[src/spix_config.svh]
`ifndef SPIX_CONFIG_SVH
`define SPIX_CONFIG_SVH

//////////////////////////////////////////////////
// Bus geometry
//////////////////////////////////////////////////

// Word address, 24-bit flash byte address without its two low bits
`define SPIX_AW 22

// Bus data word
`define SPIX_DW 32

//////////////////////////////////////////////////
// SPI flash transfer
//////////////////////////////////////////////////

// Plain slow read, no dummy cycles
`define SPIX_READ_CMD 8'h03

// Gated clocks in a read: lead + 8 command + 24 address + 32 data
`define SPIX_READ_LEN 7'd65

// Gated clocks in a user byte: lead + 8 data
`define SPIX_BYTE_LEN 7'd9

`endif
[src/spix_pkg.sv]
`include "spix_config.svh"

package spix_pkg;

	//////////////////////////////////////////////////
	// Bus side
	//////////////////////////////////////////////////

	// Word address on the memory port
	typedef logic [`SPIX_AW-1:0] word_addr_t;

	// Bus data word, both ports
	typedef logic [`SPIX_DW-1:0] data_t;

	// Byte selects, carried but not acted on
	typedef logic [`SPIX_DW/8-1:0] sel_t;

	//////////////////////////////////////////////////
	// SPI side
	//////////////////////////////////////////////////

	// One byte on MOSI or MISO
	typedef logic [7:0] spi_byte_t;

	// Remaining gated clocks, wide enough for a full read
	typedef logic [6:0] bit_count_t;

	// Transfer sequencer states
	typedef enum logic [1:0] {
		IDLE,
		READ,
		USER_BYTE,
		QUICK_ACK
	} seq_state_t;

endpackage

[src/spix_top.sv]
`timescale 1ns/1ps

module spix_top
	import spix_pkg::*;
(
	input  logic       i_clk,
	input  logic       i_reset,
	// Memory port
	input  logic       i_wb_cyc,
	input  logic       i_wb_stb,
	input  logic       i_wb_we,
	input  word_addr_t i_wb_addr,
	input  data_t      i_wb_data,
	input  sel_t       i_wb_sel,
	output logic       o_wb_stall,
	output logic       o_wb_ack,
	output data_t      o_wb_data,
	// Configuration port
	input  logic       i_cfg_cyc,
	input  logic       i_cfg_stb,
	input  logic       i_cfg_we,
	input  data_t      i_cfg_data,
	input  sel_t       i_cfg_sel,
	output logic       o_cfg_stall,
	output logic       o_cfg_ack,
	output data_t      o_cfg_data,
	// SPI flash
	output logic       o_spi_cs_n,
	output logic       o_spi_sck,
	output logic       o_spi_mosi,
	input  logic       i_spi_miso
);

	// Arbitrated bus
	logic       bus_cyc;
	logic       bus_stb;
	logic       bus_we;
	logic       bus_cfg;
	word_addr_t bus_addr;
	data_t      bus_data;
	logic       bus_stall;
	logic       bus_ack;

	// Sequencer to shifter
	logic load_read;
	logic load_byte;
	logic shift_en;
	logic capture_en;
	logic user_mode;

	data_t rd_data;

	//////////////////////////////////////////////////
	// Port arbitration, memory first
	//////////////////////////////////////////////////

	spix_arbiter u_arbiter (
		.i_clk       (i_clk),
		.i_reset     (i_reset),
		.i_wb_cyc    (i_wb_cyc),
		.i_wb_stb    (i_wb_stb),
		.i_wb_we     (i_wb_we),
		.i_wb_addr   (i_wb_addr),
		.i_wb_data   (i_wb_data),
		.i_wb_sel    (i_wb_sel),
		.o_wb_stall  (o_wb_stall),
		.o_wb_ack    (o_wb_ack),
		.i_cfg_cyc   (i_cfg_cyc),
		.i_cfg_stb   (i_cfg_stb),
		.i_cfg_we    (i_cfg_we),
		.i_cfg_data  (i_cfg_data),
		.i_cfg_sel   (i_cfg_sel),
		.o_cfg_stall (o_cfg_stall),
		.o_cfg_ack   (o_cfg_ack),
		.o_bus_cyc   (bus_cyc),
		.o_bus_stb   (bus_stb),
		.o_bus_we    (bus_we),
		.o_bus_cfg   (bus_cfg),
		.o_bus_addr  (bus_addr),
		.o_bus_data  (bus_data),
		.i_bus_stall (bus_stall),
		.i_bus_ack   (bus_ack)
	);

	// Bit 8 of a config write is the chip-select release
	spix_sequencer u_sequencer (
		.i_clk        (i_clk),
		.i_reset      (i_reset),
		.i_bus_cyc    (bus_cyc),
		.i_bus_stb    (bus_stb),
		.i_bus_we     (bus_we),
		.i_bus_cfg    (bus_cfg),
		.i_cfg_hold_n (bus_data[8]),
		.o_bus_stall  (bus_stall),
		.o_bus_ack    (bus_ack),
		.o_load_read  (load_read),
		.o_load_byte  (load_byte),
		.o_shift_en   (shift_en),
		.o_capture_en (capture_en),
		.o_user_mode  (user_mode),
		.o_spi_cs_n   (o_spi_cs_n),
		.o_spi_sck    (o_spi_sck)
	);

	spix_shifter u_shifter (
		.i_clk        (i_clk),
		.i_load_read  (load_read),
		.i_load_byte  (load_byte),
		.i_shift_en   (shift_en),
		.i_capture_en (capture_en),
		.i_user_mode  (user_mode),
		.i_cs_n       (o_spi_cs_n),
		.i_bus_addr   (bus_addr),
		.i_cfg_byte   (bus_data[7:0]),
		.i_spi_miso   (i_spi_miso),
		.o_spi_mosi   (o_spi_mosi),
		.o_rd_data    (rd_data)
	);

	// One read data register serves both ports
	assign o_wb_data  = rd_data;
	assign o_cfg_data = rd_data;

endmodule

[src/spix_shifter.sv]
`timescale 1ns/1ps
`include "spix_config.svh"

module spix_shifter
	import spix_pkg::*;
(
	input  logic       i_clk,
	// Control from the sequencer
	input  logic       i_load_read,
	input  logic       i_load_byte,
	input  logic       i_shift_en,
	input  logic       i_capture_en,
	input  logic       i_user_mode,
	input  logic       i_cs_n,
	// Request payload
	input  word_addr_t i_bus_addr,
	input  spi_byte_t  i_cfg_byte,
	// SPI data lines
	input  logic       i_spi_miso,
	output logic       o_spi_mosi,
	// Read data to both ports
	output data_t      o_rd_data
);

	// Lead bit, then command and byte address, or the user byte
	logic [32:0] mosi_sr;
	// Everything seen on MISO, newest bit at the bottom
	data_t miso_sr;

	//////////////////////////////////////////////////
	// MOSI
	//////////////////////////////////////////////////

	always_ff @(posedge i_clk)
	begin
		if (i_load_read)
			// Byte address is word address with two zero bits
			mosi_sr <= {1'b0, `SPIX_READ_CMD, i_bus_addr, 2'b00};
		else if (i_load_byte)
			mosi_sr <= {1'b0, i_cfg_byte, 24'h0};
		else if (i_shift_en)
			// Zeros fill in behind, MOSI idles low during data
			mosi_sr <= {mosi_sr[31:0], 1'b0};
	end

	// Top bit goes out first
	assign o_spi_mosi = mosi_sr[32];

	//////////////////////////////////////////////////
	// MISO
	//////////////////////////////////////////////////

	always_ff @(posedge i_clk)
	begin
		if (i_capture_en)
			miso_sr <= {miso_sr[`SPIX_DW-2:0], i_spi_miso};
	end

	// User mode answers with chip select and the last byte only
	always_comb
	begin
		if (i_user_mode)
			o_rd_data = {{(`SPIX_DW-9){1'b0}}, i_cs_n, miso_sr[7:0]};
		else
			o_rd_data = miso_sr;
	end

endmodule

[src/spix_sequencer.sv]
`timescale 1ns/1ps
`include "spix_config.svh"

module spix_sequencer
	import spix_pkg::*;
(
	input  logic i_clk,
	input  logic i_reset,
	// Arbitrated bus
	input  logic i_bus_cyc,
	input  logic i_bus_stb,
	input  logic i_bus_we,
	input  logic i_bus_cfg,
	input  logic i_cfg_hold_n,
	output logic o_bus_stall,
	output logic o_bus_ack,
	// Shifter control
	output logic o_load_read,
	output logic o_load_byte,
	output logic o_shift_en,
	output logic o_capture_en,
	output logic o_user_mode,
	// SPI pins
	output logic o_spi_cs_n,
	output logic o_spi_sck
);

	seq_state_t state;
	// Count of gated clocks still to go
	// The transfer ends on the edge where it reads 1
	bit_count_t bit_count;

	logic accept;
	logic read_req;
	logic byte_req;
	logic quick_req;
	logic cfg_write;
	logic last_bit;

	//////////////////////////////////////////////////
	// Request decode
	//////////////////////////////////////////////////

	assign accept = i_bus_cyc && i_bus_stb && !o_bus_stall;

	// Any config write sets or clears user mode
	assign cfg_write = accept && i_bus_we && i_bus_cfg;

	// Flash read only when nobody holds the chip in user mode
	assign read_req = accept && !i_bus_we && !i_bus_cfg && !o_user_mode;
	// Config write with bit 8 low sends one byte
	assign byte_req = cfg_write && !i_cfg_hold_n;
	// Everything else answers on the next cycle with no SPI traffic
	assign quick_req = accept && !read_req && !byte_req;

	assign last_bit = (bit_count == 7'd1);

	//////////////////////////////////////////////////
	// State and bit counter
	//////////////////////////////////////////////////

	always_ff @(posedge i_clk)
	begin
		if (i_reset || !i_bus_cyc)
		begin
			// Reset or bus abort
			state     <= IDLE;
			bit_count <= '0;
		end
		else if (read_req)
		begin
			state     <= READ;
			bit_count <= `SPIX_READ_LEN;
		end
		else if (byte_req)
		begin
			state     <= USER_BYTE;
			bit_count <= `SPIX_BYTE_LEN;
		end
		else if (quick_req)
		begin
			state     <= QUICK_ACK;
			bit_count <= '0;
		end
		else
		begin
			case (state)
				READ, USER_BYTE:
				begin
					if (bit_count > 7'd1)
						bit_count <= bit_count - 7'd1;
					else
					begin
						bit_count <= '0;
						state     <= IDLE;
					end
				end
				// Quick ack lasts a single cycle
				default:
					state <= IDLE;
			endcase
		end
	end

	//////////////////////////////////////////////////
	// Handshake
	//////////////////////////////////////////////////

	// Busy from acceptance until the ack edge
	always_ff @(posedge i_clk)
	begin
		if (i_reset || !i_bus_cyc)
			o_bus_stall <= 1'b0;
		else if (read_req || byte_req)
			o_bus_stall <= 1'b1;
		else
			o_bus_stall <= (bit_count > 7'd1);
	end

	// Ack on the final count or on the edge after a quick request
	always_ff @(posedge i_clk)
	begin
		if (i_reset)
			o_bus_ack <= 1'b0;
		else
			o_bus_ack <= i_bus_cyc && (last_bit || (state == QUICK_ACK));
	end

	//////////////////////////////////////////////////
	// SPI clock, chip select, user mode
	//////////////////////////////////////////////////

	// Clock enable runs from acceptance until two counts remain
	always_ff @(posedge i_clk)
	begin
		if (i_reset)
			o_spi_sck <= 1'b0;
		else if (read_req || byte_req)
			o_spi_sck <= 1'b1;
		else
			o_spi_sck <= i_bus_cyc && (bit_count > 7'd2);
	end

	// MISO is valid one cycle after the clock enable
	always_ff @(posedge i_clk)
	begin
		if (i_reset || !i_bus_cyc)
			o_capture_en <= 1'b0;
		else
			o_capture_en <= o_spi_sck;
	end

	always_ff @(posedge i_clk)
	begin
		if (i_reset)
			o_user_mode <= 1'b0;
		else if (cfg_write)
			o_user_mode <= !i_cfg_hold_n;
	end

	always_ff @(posedge i_clk)
	begin
		if (i_reset)
			o_spi_cs_n <= 1'b1;
		else if (!i_bus_cyc && !o_user_mode)
			// Aborted transfer outside user mode
			o_spi_cs_n <= 1'b1;
		else if (read_req)
			o_spi_cs_n <= 1'b0;
		else if (cfg_write)
			// Bit 8 low selects the flash and bit 8 high releases it
			o_spi_cs_n <= i_cfg_hold_n;
		else if (last_bit && (state == READ))
			o_spi_cs_n <= 1'b1;
	end

	// Shifter loads on the accepting edge and moves while stalled
	assign o_load_read = read_req;
	assign o_load_byte = byte_req;
	assign o_shift_en  = o_bus_stall;

endmodule

[src/spix_arbiter.sv]
`timescale 1ns/1ps

module spix_arbiter
	import spix_pkg::*;
(
	input  logic       i_clk,
	input  logic       i_reset,
	// Memory port
	input  logic       i_wb_cyc,
	input  logic       i_wb_stb,
	input  logic       i_wb_we,
	input  word_addr_t i_wb_addr,
	input  data_t      i_wb_data,
	input  sel_t       i_wb_sel,
	output logic       o_wb_stall,
	output logic       o_wb_ack,
	// Configuration port
	input  logic       i_cfg_cyc,
	input  logic       i_cfg_stb,
	input  logic       i_cfg_we,
	input  data_t      i_cfg_data,
	input  sel_t       i_cfg_sel,
	output logic       o_cfg_stall,
	output logic       o_cfg_ack,
	// Internal bus towards the sequencer and shifter
	output logic       o_bus_cyc,
	output logic       o_bus_stb,
	output logic       o_bus_we,
	output logic       o_bus_cfg,
	output word_addr_t o_bus_addr,
	output data_t      o_bus_data,
	input  logic       i_bus_stall,
	input  logic       i_bus_ack
);

	// Bus currently owned by one port
	logic busy;
	// Owner recorded when the bus was taken
	logic owner_cfg;
	// Effective grant this cycle
	logic grant_cfg;

	//////////////////////////////////////////////////
	// Grant
	//////////////////////////////////////////////////

	// Idle bus goes to memory first, config only when memory is quiet
	assign grant_cfg = busy ? owner_cfg : !i_wb_cyc;

	always_ff @(posedge i_clk)
	begin
		if (i_reset)
		begin
			busy      <= 1'b0;
			owner_cfg <= 1'b0;
		end
		else if (!busy)
		begin
			busy      <= i_wb_cyc || i_cfg_cyc;
			owner_cfg <= !i_wb_cyc;
		end
		else if (!o_bus_cyc)
			// Owner dropped cyc, so release for one idle cycle at least
			busy <= 1'b0;
	end

	//////////////////////////////////////////////////
	// Request mux
	//////////////////////////////////////////////////

	assign o_bus_cyc  = grant_cfg ? i_cfg_cyc : i_wb_cyc;
	assign o_bus_stb  = grant_cfg ? i_cfg_stb : i_wb_stb;
	assign o_bus_we   = grant_cfg ? i_cfg_we  : i_wb_we;
	assign o_bus_cfg  = grant_cfg;
	// Config port has no address lines
	assign o_bus_addr = grant_cfg ? '0 : i_wb_addr;
	assign o_bus_data = grant_cfg ? i_cfg_data : i_wb_data;

	// Byte selects i_wb_sel and i_cfg_sel are ignored, every access is a full word

	//////////////////////////////////////////////////
	// Response routing
	//////////////////////////////////////////////////

	// Losing port stalls whenever the bus is in use by the other side
	assign o_wb_stall  = grant_cfg ? (busy || o_bus_cyc) : i_bus_stall;
	assign o_cfg_stall = grant_cfg ? i_bus_stall : (busy || o_bus_cyc);

	assign o_wb_ack  = !grant_cfg && i_bus_ack;
	assign o_cfg_ack = grant_cfg && i_bus_ack;

endmodule

[config.mk]
export PLATFORM = sky130hd
export DESIGN_NAME = spix_top
export DESIGN_NICKNAME = d
export VERILOG_FILES = /design/src/spix_pkg.sv /design/src/spix_top.sv /design/src/spix_shifter.sv /design/src/spix_sequencer.sv /design/src/spix_arbiter.sv
export VERILOG_INCLUDE_DIRS = /design/src
export SDC_FILE = /design/constraint.sdc
export NUM_CORES = 1
export LEC_CHECK = 0
export BUFFER_PORTS_ARGS = -buffer_cell sky130_fd_sc_hd__buf_2
export CORE_MARGIN = 4
export CORE_UTILIZATION = 47
export DETAILED_ROUTE_END_ITERATION = 12
export PLACE_DENSITY = 0.87
export SETUP_SLACK_MARGIN = 0.5
export SLEW_MARGIN = 20
export SYNTH_ARGS = -nofsm -noshare
export SYNTH_HDL_FRONTEND = slang
export SYNTH_SLANG_ARGS = --single-unit
[constraint.sdc]
create_clock -name i_clk -period 2.5 [get_ports i_clk]
set_input_delay 0.5 -clock i_clk [delete_from_list [all_inputs] [get_ports i_clk]]
set_output_delay 0.5 -clock i_clk [all_outputs]
set_load 0.02 [all_outputs]
======== Yosys cells after proc, flatten, opt, wreduce, memory -nomap -nowiden ========
Cells that the tools add are included.
storage, ports and cells
  register bits after elaboration ......... 80
  input port bits ......................... 103
  output and inout port bits .............. 71
  word-level logic and storage cells ...... 95
cells by class
  add/subtract/negate cells ............... 1
  order comparisons ....................... 2
  equal/unequal tests ..................... 6
  muxes and demuxes ....................... 29
  reductions and logical operators ........ 40
operators by type and width
  operator               count
  $mux W32               3
  $mux W7                5
  $mux W24               1
  $mux W22               1
  $logic_and A1 B1 Y1    16
  $mux W1                14
  $logic_not A1 Y1       9
  $mux W9                1
  $reduce_bool A3 Y1     3
  $mux W2                4
  $reduce_or A2 Y1       4
  $eq A7 B1 Y1 const B   1
  $gt A7 B1 Y1 const B   1
  $gt A7 B2 Y1 const B   1
  $sub A7 B1 Y7 const B  1
  $logic_or A1 B1 Y1     5
  $ne A5 B2 Y1 const B   1
  $eq A2 B2 Y1 const B   2
  $ne A4 B2 Y1 const B   1
  $reduce_bool A4 Y1     1
  $reduce_or A4 Y1       1
  $eq A2 B1 Y1 const B   1
  $reduce_bool A2 Y1     1

======== Depth between registers and ports, before layout ========
Gate-level depths: netlist (run 1).
  depth after elaboration ................. 14
  depth in mapped cells ................... 8

======== Modules after synthesis ========
A second synthesis (run 1) with hierarchy kept.
unflattened totals
  cells, all modules ...................... 364
  area total of the unflattened synthesis .. 4345.4 µm²
modules (own cells, without submodules)
  module          instances  cells each  area each (µm²)  sequential area each (µm²)
  spix_shifter    1          159         2551.2           1801.7
  spix_sequencer  1          93          829.5            300.3
  spix_arbiter    1          80          724.4            40.0
  spix_top        1          32          240.2            0.0

======== Worst setup path after synthesis (run 1) ========
Ideal clock, no wire load.
  path kind ............................... input -> register
  start point ............................. input i_wb_cyc
  end point ............................... register u_shifter.mosi_sr[10] (enable)
  setup time .............................. 410 ps
  arrival time ............................ 1831 ps
  path slack .............................. 259 ps
  cell stages on the path ................. 7
  path buffers ............................ 2
  cell sequence ........................... nor2b_2 o211a_4 o21a_4 nand2_2 buf_6 buf_6 nand2_1
between the ends
  cells in the longest elaborated chain, start to end .. 9
  elaborated cells on any way between the ends .. 18
RTL lines
  item                                                  line                                        source
  start, declared                                       spix_top.sv:9                               input logic i_wb_cyc,
  $logic_not A1 Y1                                      spix_arbiter.sv:48                          assign grant_cfg = busy ? owner_cfg : !i_wb_cyc;
  $mux W1                                               spix_arbiter.sv:48
  $mux W1 (on tied branches)                            spix_arbiter.sv:71, spix_arbiter.sv:72
  $logic_and A1 B1 Y1 (2 in series)                     spix_sequencer.sv:44                        assign accept = i_bus_cyc && i_bus_stb && !o_bus_stall;
  $logic_and A1 B1 Y1 (on tied branches) (2 in series)  spix_sequencer.sv:47, spix_sequencer.sv:50
  $logic_and A1 B1 Y1 (on tied branches)                spix_sequencer.sv:52, spix_sequencer.sv:50
  $reduce_bool A3 Y1 (no line) *                        n/a
  end signal, assigned                                  spix_shifter.sv:38                          mosi_sr <= {1'b0, `SPIX_READ_CMD, i_bus_addr, 2'b00};
  end signal, assigned                                  spix_shifter.sv:40                          mosi_sr <= {1'b0, i_cfg_byte, 24'h0};
  end signal, assigned                                  spix_shifter.sv:43                          mosi_sr <= {mosi_sr[31:0], 1'b0};
  end, declared                                         spix_shifter.sv:26                          logic [32:0] mosi_sr;
Mark *: on every way between the ends. The rest lies on a longest branch, timed or not.
A chain may end at the register's enable or synchronous reset.

======== Worst setup path after layout (run 1) ========
  start point ............................. register u_arbiter.busy
  end point ............................... output o_wb_stall
between the ends
  cells in the longest elaborated chain, start to end .. 4
RTL lines
  item                    line                source
  start, declared         spix_arbiter.sv:37  logic busy;
  start signal, assigned  spix_arbiter.sv:59  busy <= i_wb_cyc || i_cfg_cyc;
  $mux W1                 spix_arbiter.sv:48
  $mux W1                 spix_arbiter.sv:71  assign o_bus_cyc = grant_cfg ? i_cfg_cyc : i_wb_cyc;
  $logic_or A1 B1 Y1      spix_arbiter.sv:86  assign o_wb_stall = grant_cfg ? (busy || o_bus_cyc) : i_bus_stall;
  $mux W1 *               spix_arbiter.sv:86
  end, declared           spix_top.sv:15      output logic o_wb_stall,
Marks and branches as above.

==> run_results.csv, run 1 <==
group,metric,value,unit
cts,path_clk_slew,0.08,ns
power,leakage,1.82,nW
setup_path,max_stage_delay,0.39,ns
power,internal_power,2.41,mW
synth,synth_edf_count,54,
cts,post_cts_buffers,0,
placement,routabilityCongestion,0.789,
grt,grt_antenna_before_repair,0,
setup_path,slowest_stage,"dfxtp_4",
run_status,outcome,"finished clean",
synth,synth_xor_area_share,0.474,%
synth,synth_area_leaders,"edfxtp_1, dfxtp_1, buf_4",
power,irDropWorstVdd,483,uV
setup_path,cp-start-kind,"flop",
die,fp.coreArea,7690,sq um
setup_path,worstPathArrival,1.46,ns
synth,synthSimpleGateAreaFrac,12.5,%
die,start_util,48.1,%
placement,dp_hpwl,5.35,mm
cts,cts_num_sinks,80,
detailed_routing,avgRoutedWirePerCell,15.2,microns
synth,yosysSeqAreaShare,58.0,%
sta,setup-tns-final,0,ns
finish,drive_gt1_share,40.5,%
detailed_routing,drtPass1Iterations,4,
finish,post-route-util,56.5,%
cts,numCtsBuffers,9,
die,die_h,96.7,microns
sta,hold_viol,0,
finish,layout.nets,488,
detailed_routing,drtAntennaViolNets,0,
synth,synthCells,301,
synth,yosys_most_used_dff,"edfxtp_1",
setup_path,timing.rr.start,"u_arbiter.owner_cfg",
sta,layout_min_cycle_time,1.96,ns
synth,synth_area,3690,sq um
job,maxCapViolCount,0,
sta,fin_skew,0.0103,ns
synth,synth_fp_nets,409,
die,rows,32,
cts,cts_max_level,3,
cts,cts_max_path_buffers,2,
synth,avgSynthCellArea,12.3,sq um
power,p_switching,0.921,mW
detailed_routing,drt_first_iter_violations,87,
grt,grt_max_degree,33,
grt,grt_pass1_vias,2504,
setup_path,r2r_setup_slack,0.56,ns
setup_path,worst_ep_required_time,2.00,ns
grt,grt_overflow,0,
sta,fmax,0.510,GHz
placement,io_buffer_count,112,
setup_path,r2r-end,"u_shifter.mosi_sr[19]",
synth,synth_seq_cells,80,
synth,synth_top_family_by_area,"compound AO/OA/AOI/OAI gates",
worst_hold_path,hold_start,"i_spi_miso",
sta,setup_viol,0,
cts,cts_root_buffer,"clkbuf_8",
detailed_routing,totalWireLength,7.41,mm
detailed_routing,remaining_drc_errors,0,
power,power.density,768,nW/um^2
sta,rsz0062_at_grt,"true",
finish,fillers,647,
synth,ys_types,45,
power,p_seq_share,49.9,%
setup_path,cp_max_fo,6,
synth,synth_top_area_share,43.9,%
setup_path,end_kind,"primary output",
synth,yosysWarnings,0,
die,dieArea,9340,sq um
sta,worst_pin_slew,0.626,ns
setup_path,r2r_cells,5,
sta,min_period_over_period,78.5,%
worst_hold_path,hold_depth,1,
synth,synth_adder_area_share,1.69,%
finish,syn2layout_area_growth,17.6,%
setup_path,cp_top_family,"flip-flops",
detailed_routing,dr_total_vias,2567,
synth,synthMuxAreaShare,3.01,%
synth,yosysTopAreaCell,"edfxtp_1",
cts,clk_latency,0.35,ns
synth,synthTopCellsByCount,"edfxtp_1, buf_4, dfxtp_1",
synth,synth_compound_area_share,13.5,%
power,clkPwrFrac,30.9,%
detailed_routing,drt-vias-per-instance,5.27,
sta,slew_headroom,58.0,%
finish,antennaDiodeCount,0,
setup_path,crit_chain,"nor2b_4 > nor2_1 > buf_4 > o32a_1 > buf_6",
cts,cts_tree,"yes",
grt,grt_pass1_wl,12.1,mm
power,combinationalPowerShare,19.2,%
setup_path,cp_num_buf_inv,2,
worst_hold_path,min_path_type,"primary input to flop",
power,switching_share,27.6,%
die,io-pin-count,174,
grt,grt.total_usage,16.0,%
synth,synthArstFlopShare,0,%
synth,yosysMostFrequentCell,"edfxtp_1",
setup_path,path_class,"flop to primary output",
sta,drv_slew,0,
die,fp.dieW,96.7,microns
worst_hold_path,holdPathEnd,"u_shifter.miso_sr[0]",
[state kept, by name, summed over array words and instances, names as in the netlist]
signal and cells:
u_arbiter.busy 1, u_arbiter.owner_cfg 1, u_sequencer.bit_count 7, u_sequencer.o_bus_ack 1, u_sequencer.o_bus_stall 1, u_sequencer.o_capture_en 1
u_sequencer.o_spi_cs_n 1, u_sequencer.o_spi_sck 1, u_sequencer.o_user_mode 1, u_sequencer.state 2, u_shifter.miso_sr 32, u_shifter.mosi_sr 31
[worst max path at each step]
stage | from | to | slack [ns] | cells after the start
after global routing | u_arbiter.busy | o_wb_stall | 0.48 | 5
after global placement | i_wb_cyc | u_shifter.mosi_sr[11] | 0.47 | 6
after CTS | u_arbiter.busy | o_wb_stall | 0.50 | 5
final | u_arbiter.busy | o_wb_stall | 0.54 | 5
after floorplan | i_wb_cyc | u_shifter.mosi_sr[10] | 0.61 | 7
after detailed placement | i_wb_cyc | u_shifter.mosi_sr[7] | 0.43 | 6
[stage by stage]
step / setup WS (ns) / cells / hold slack (ns) / cell area, sq um / power [mW]
after floorplan: 0.613 / 301 / 0.418 / 3700 / 2.16
after global placement: 0.469 / 470 / 0.425 / 4080 / 2.29
after detailed placement: 0.430 / 470 / 0.429 / 4080 / 2.32
after CTS: 0.495 / 486 / 0.317 / 4320 / 3.35
after global routing: 0.476 / 487 / 0.304 / 4350 / 3.50
final: 0.537 / 487 / 0.333 / 4350 / 3.34
[metal layers]
| layer | track usage, % | up-vias | routed length [microns] |
|---|---|---|---|
| met3 | 6.71 | 14 | 740 |
| met2 | 24.8 | 120 | 3460 |
| li1 | - | 1208 | - |
| met5 | 0 | - | 0 |
| met4 | 6.59 | 0 | 122 |
| met1 | 19.5 | 1225 | 3090 |
[layout make-up]
type                    count  area, sq um  area share [%]
inverters                   9         33.8           0.777
flip-flops and latches     80         2150            49.4
clock inverters             3         23.8           0.547
well taps                 102          128            2.94
repair buffers            118          637            14.7
multi-input cells         162         1170            27.0
clock buffers              13          203            4.66
[power groups by stage]
| stage | sequential, mW | combinational [mW] | clock (mW) |
|---|---|---|---|
| 2_1_floorplan | 1.68 | 0.479 | 0 |
| 3_3_place_gp | 1.68 | 0.614 | 0 |
| 3_5_place_dp | 1.69 | 0.634 | 0 |
| 4_1_cts | 1.66 | 0.636 | 1.05 |
| 5_1_grt | 1.68 | 0.701 | 1.12 |
| 6_report | 1.66 | 0.641 | 1.03 |
[cells in the final DEF, fill, tap and decap left out, drive strengths merged]
cell	instances
nor2	18
inv	12
a211oi	7
xnor2	2
and3	2
mux2	1
a22oi	2
nand2	11
mux2i	10
ha	5
o21ai	9
nand3b	1
clkbuf	13
nor4b	2
a31o	3
a22o	21
nor3	8
nor2b	26
buf	118
edfxtp	54
o21bai	1
o211ai	1
o22a	1
dfxtp	26
o21a	1
o32a	1
o2111ai	1
o211a	1
nand2b	3
nand3	6
and4	1
a21boi	1
and2	3
or3	1
a21oi	12
[repair_timing]
item                                    in CTS  in global routing
hold buffers                                 0                  0
gates cloned                                 0                  1
hold endpoints to repair                     0                  0
gates resized for setup                      3                  8
pin swaps                                    0                  1
endpoints found under the setup margin       5                  6
[cells by family after synthesis]
family | Yosys count
fa+ha+maj | 5
simple gates | 81
buf+inv | 60
xor+xnor | 2
flops | 80
mux | 11
compound gates | 62
Power figures use the tool's default switching activity.
==> run 2, diff against run 1 <==
clock period = 2 ns   (was 2.5 ns; I/O delays follow)
==> run 2 against run 1 <==
Compared with the run above:
- largest power group unchanged
- clock skew grew 0.00052 ns
- count of clock-buffer cells in the layout shrank 1
- sequential power grew 26%
- flip-flop and latch count is the same
- register-to-register slack lost 0.37 ns
- highest routed layer unchanged
==> run_results.csv, run 2 (same netlist as run 1, synthesis figures left out) <==
group,metric,value,unit
cts,clk_latency,0.35,ns
worst_hold_path,hold_depth,1,
power,p_switching,1.28,mW
cts,path_clk_slew,0.08,ns
sta,fin_skew,0.0108,ns
cts,cts_max_level,3,
detailed_routing,drtAntennaViolNets,0,
worst_hold_path,holdPathEnd,"u_shifter.miso_sr[0]",
sta,fmax,0.552,GHz
grt,grt.total_usage,20.0,%
power,irDropWorstVdd,582,uV
cts,cts_max_path_buffers,2,
placement,dp_hpwl,5.62,mm
detailed_routing,met3_length,724,microns
power,switching_share,27.6,%
finish,largest_registers,"u_shifter.miso_sr x32, u_shifter.mosi_sr x31, u_sequencer.bit_count x7",
power,internal_power,3.36,mW
finish,antennaDiodeCount,0,
sta,setup_viol,0,
grt,grt_antenna_before_repair,0,
detailed_routing,drt_first_iter_violations,131,
setup_path,r2r_cells,8,
die,dieArea,9340,sq um
die,fp.dieW,96.7,microns
setup_path,path_class,"flop to flop",
die,fp.coreArea,7690,sq um
sta,whs,0.225,ns
setup_path,worst_ep_required_time,2.11,ns
detailed_routing,totalWireLength,9.85,mm
placement,place_worst_setup_slack,0.0499,ns
power,power.density,847,nW/um^2
sta,min_period_over_period,90.7,%
power,power.total,4.64,mW
finish,design_area,5480,sq um
sta,slew_headroom,72.0,%
cts,cts_root_buffer,"clkbuf_8",
sta,setup-tns-final,0,ns
cts,cts_tree,"yes",
cts,holdBufCountCts,0,
die,io-pin-count,174,
detailed_routing,dr.max_layer_used,"met4",
sta,setup_slack,0.187,ns
grt,grt_pass1_vias,2861,
placement,routabilityCongestion,0.829,
setup_path,timing.rr.start,"u_arbiter.busy",
placement,detailed_place.area,4280,sq um
grt,grt_max_degree,33,
detailed_routing,drtPass1Iterations,4,
die,die_h,96.7,microns
detailed_routing,wl_met2,5.13,mm
power,p_seq_share,45.0,%
finish,syn2layout_area_growth,48.3,%
setup_path,r2r-end,"u_shifter.mosi_sr[16]",
detailed_routing,dr_total_vias,2811,
die,start_util,48.1,%
finish,layout.nets,527,
finish,layout_common_cells,"buf_2, buf_6, edfxtp_1, nor2b_4, buf_4",
worst_hold_path,hold_start,"i_spi_miso",
setup_path,end_kind,"flop",
detailed_routing,remaining_drc_errors,0,
power,leakage,2.34,nW
detailed_routing,wl_met1,3.77,mm
cts,cts_num_sinks,80,
detailed_routing,drt-vias-per-instance,5.34,
grt,grt_overflow,0,
finish,largest_register_ffs,32,
worst_hold_path,min_path_type,"primary input to flop",
power,clkPwrFrac,29.5,%
detailed_routing,avgRoutedWirePerCell,18.7,microns
placement,io_buffer_count,112,
sta,worst_pin_slew,0.420,ns
run_status,outcome,"finished clean",
sta,hold_viol,0,
setup_path,cp_max_fo,6,
finish,max_flop_register,"u_shifter.miso_sr",
job,maxCapViolCount,0,
sta,rsz0062_at_grt,"true",
power,combinationalPowerShare,25.5,%
sta,drv_slew,0,
die,rows,32,
sta,layout_min_cycle_time,1.81,ns
setup_path,r2r_setup_slack,0.19,ns
cts,numCtsBuffers,9,
setup_path,cp-start-kind,"flop",
setup_path,worstPathArrival,1.92,ns
grt,grt_pass1_wl,14.9,mm
finish,drive_gt1_share,55.7,%
==> run 2: cell count changes in the layout (fill, tap and decap cells not counted), moves of 3 or more <==
cell	before	now
buf_12	2	5
inv_1	8	5
buf_6	1	60
buf_2	111	60
nor2b_1	24	0
nor2_4	1	4
nor2_1	16	13
inv_2	1	4
nor2b_4	1	26
buf_16	0	5
buf_4	4	26
==> run 2: critical path: stages (launching register included) <==
cell and delay (ns):
dfxtp_4 0.39, nor2b_4 0.17, buf_6 0.12, o211a_4 0.19, buf_6 0.11, o21a_4 0.15
nand2_8 0.10, buf_16 0.16, a22o_1 0.19
==> run 2: how the worst max path moves through the flow <==
stage	from	endpoint
finish	u_arbiter.busy	u_shifter.mosi_sr[16]
global route	u_arbiter.busy	u_shifter.mosi_sr[22]
CTS	u_arbiter.busy	u_shifter.mosi_sr[23]
detailed placement	i_wb_cyc	u_shifter.mosi_sr[23]
global placement	i_wb_cyc	u_shifter.mosi_sr[17]
floorplan	i_wb_cyc	u_shifter.mosi_sr[10]
==> run 2: timing repair <==
item                                    4_1_cts  5_1_grt
gates resized for setup                     147       23
gates cloned                                  5        0
endpoints found under the setup margin      115      119
buffers inserted                             21       10
pin swaps                                    10       15
==> run 2: power by group through the flow <==
stage	logic, mW	registers [mW]	clock network (mW)
6_report	1.18	2.09	1.37
4_1_cts	1.07	2.08	1.39
2_1_floorplan	0.641	2.11	0
5_1_grt	1.26	2.10	1.47
3_5_place_dp	0.851	2.11	0
3_3_place_gp	0.811	2.11	0
==> run 2: layer usage <==
metal  GRT usage (%)  vias to the layer above
met5               0                        -
met4            6.26                        0
met2            35.7                      126
met3            6.78                       25
met1            22.4                     1370
li1                -                     1290
==> run 2: cell type report <==
class | count | area, sq um
Fill cell | 495 | 2210
Sequential cell | 80 | 2150
Multi-Input combinational cell | 161 | 1490
Timing Repair Buffer | 158 | 1440
Clock buffer | 12 | 156
Tap cell | 102 | 128
Clock inverter | 4 | 76.3
Inverter | 9 | 33.8
==> run 2: stage by stage <==
| stage | instances | utilization [%] |
|---|---|---|
| 4_1_cts | 516 | 69.0 |
| 6_report | 526 | 71.3 |
| 2_1_floorplan | 301 | - |
| 3_5_place_dp | 474 | 55.7 |
| 5_1_grt | 526 | 71.3 |
| 3_3_place_gp | 474 | 55.7 |
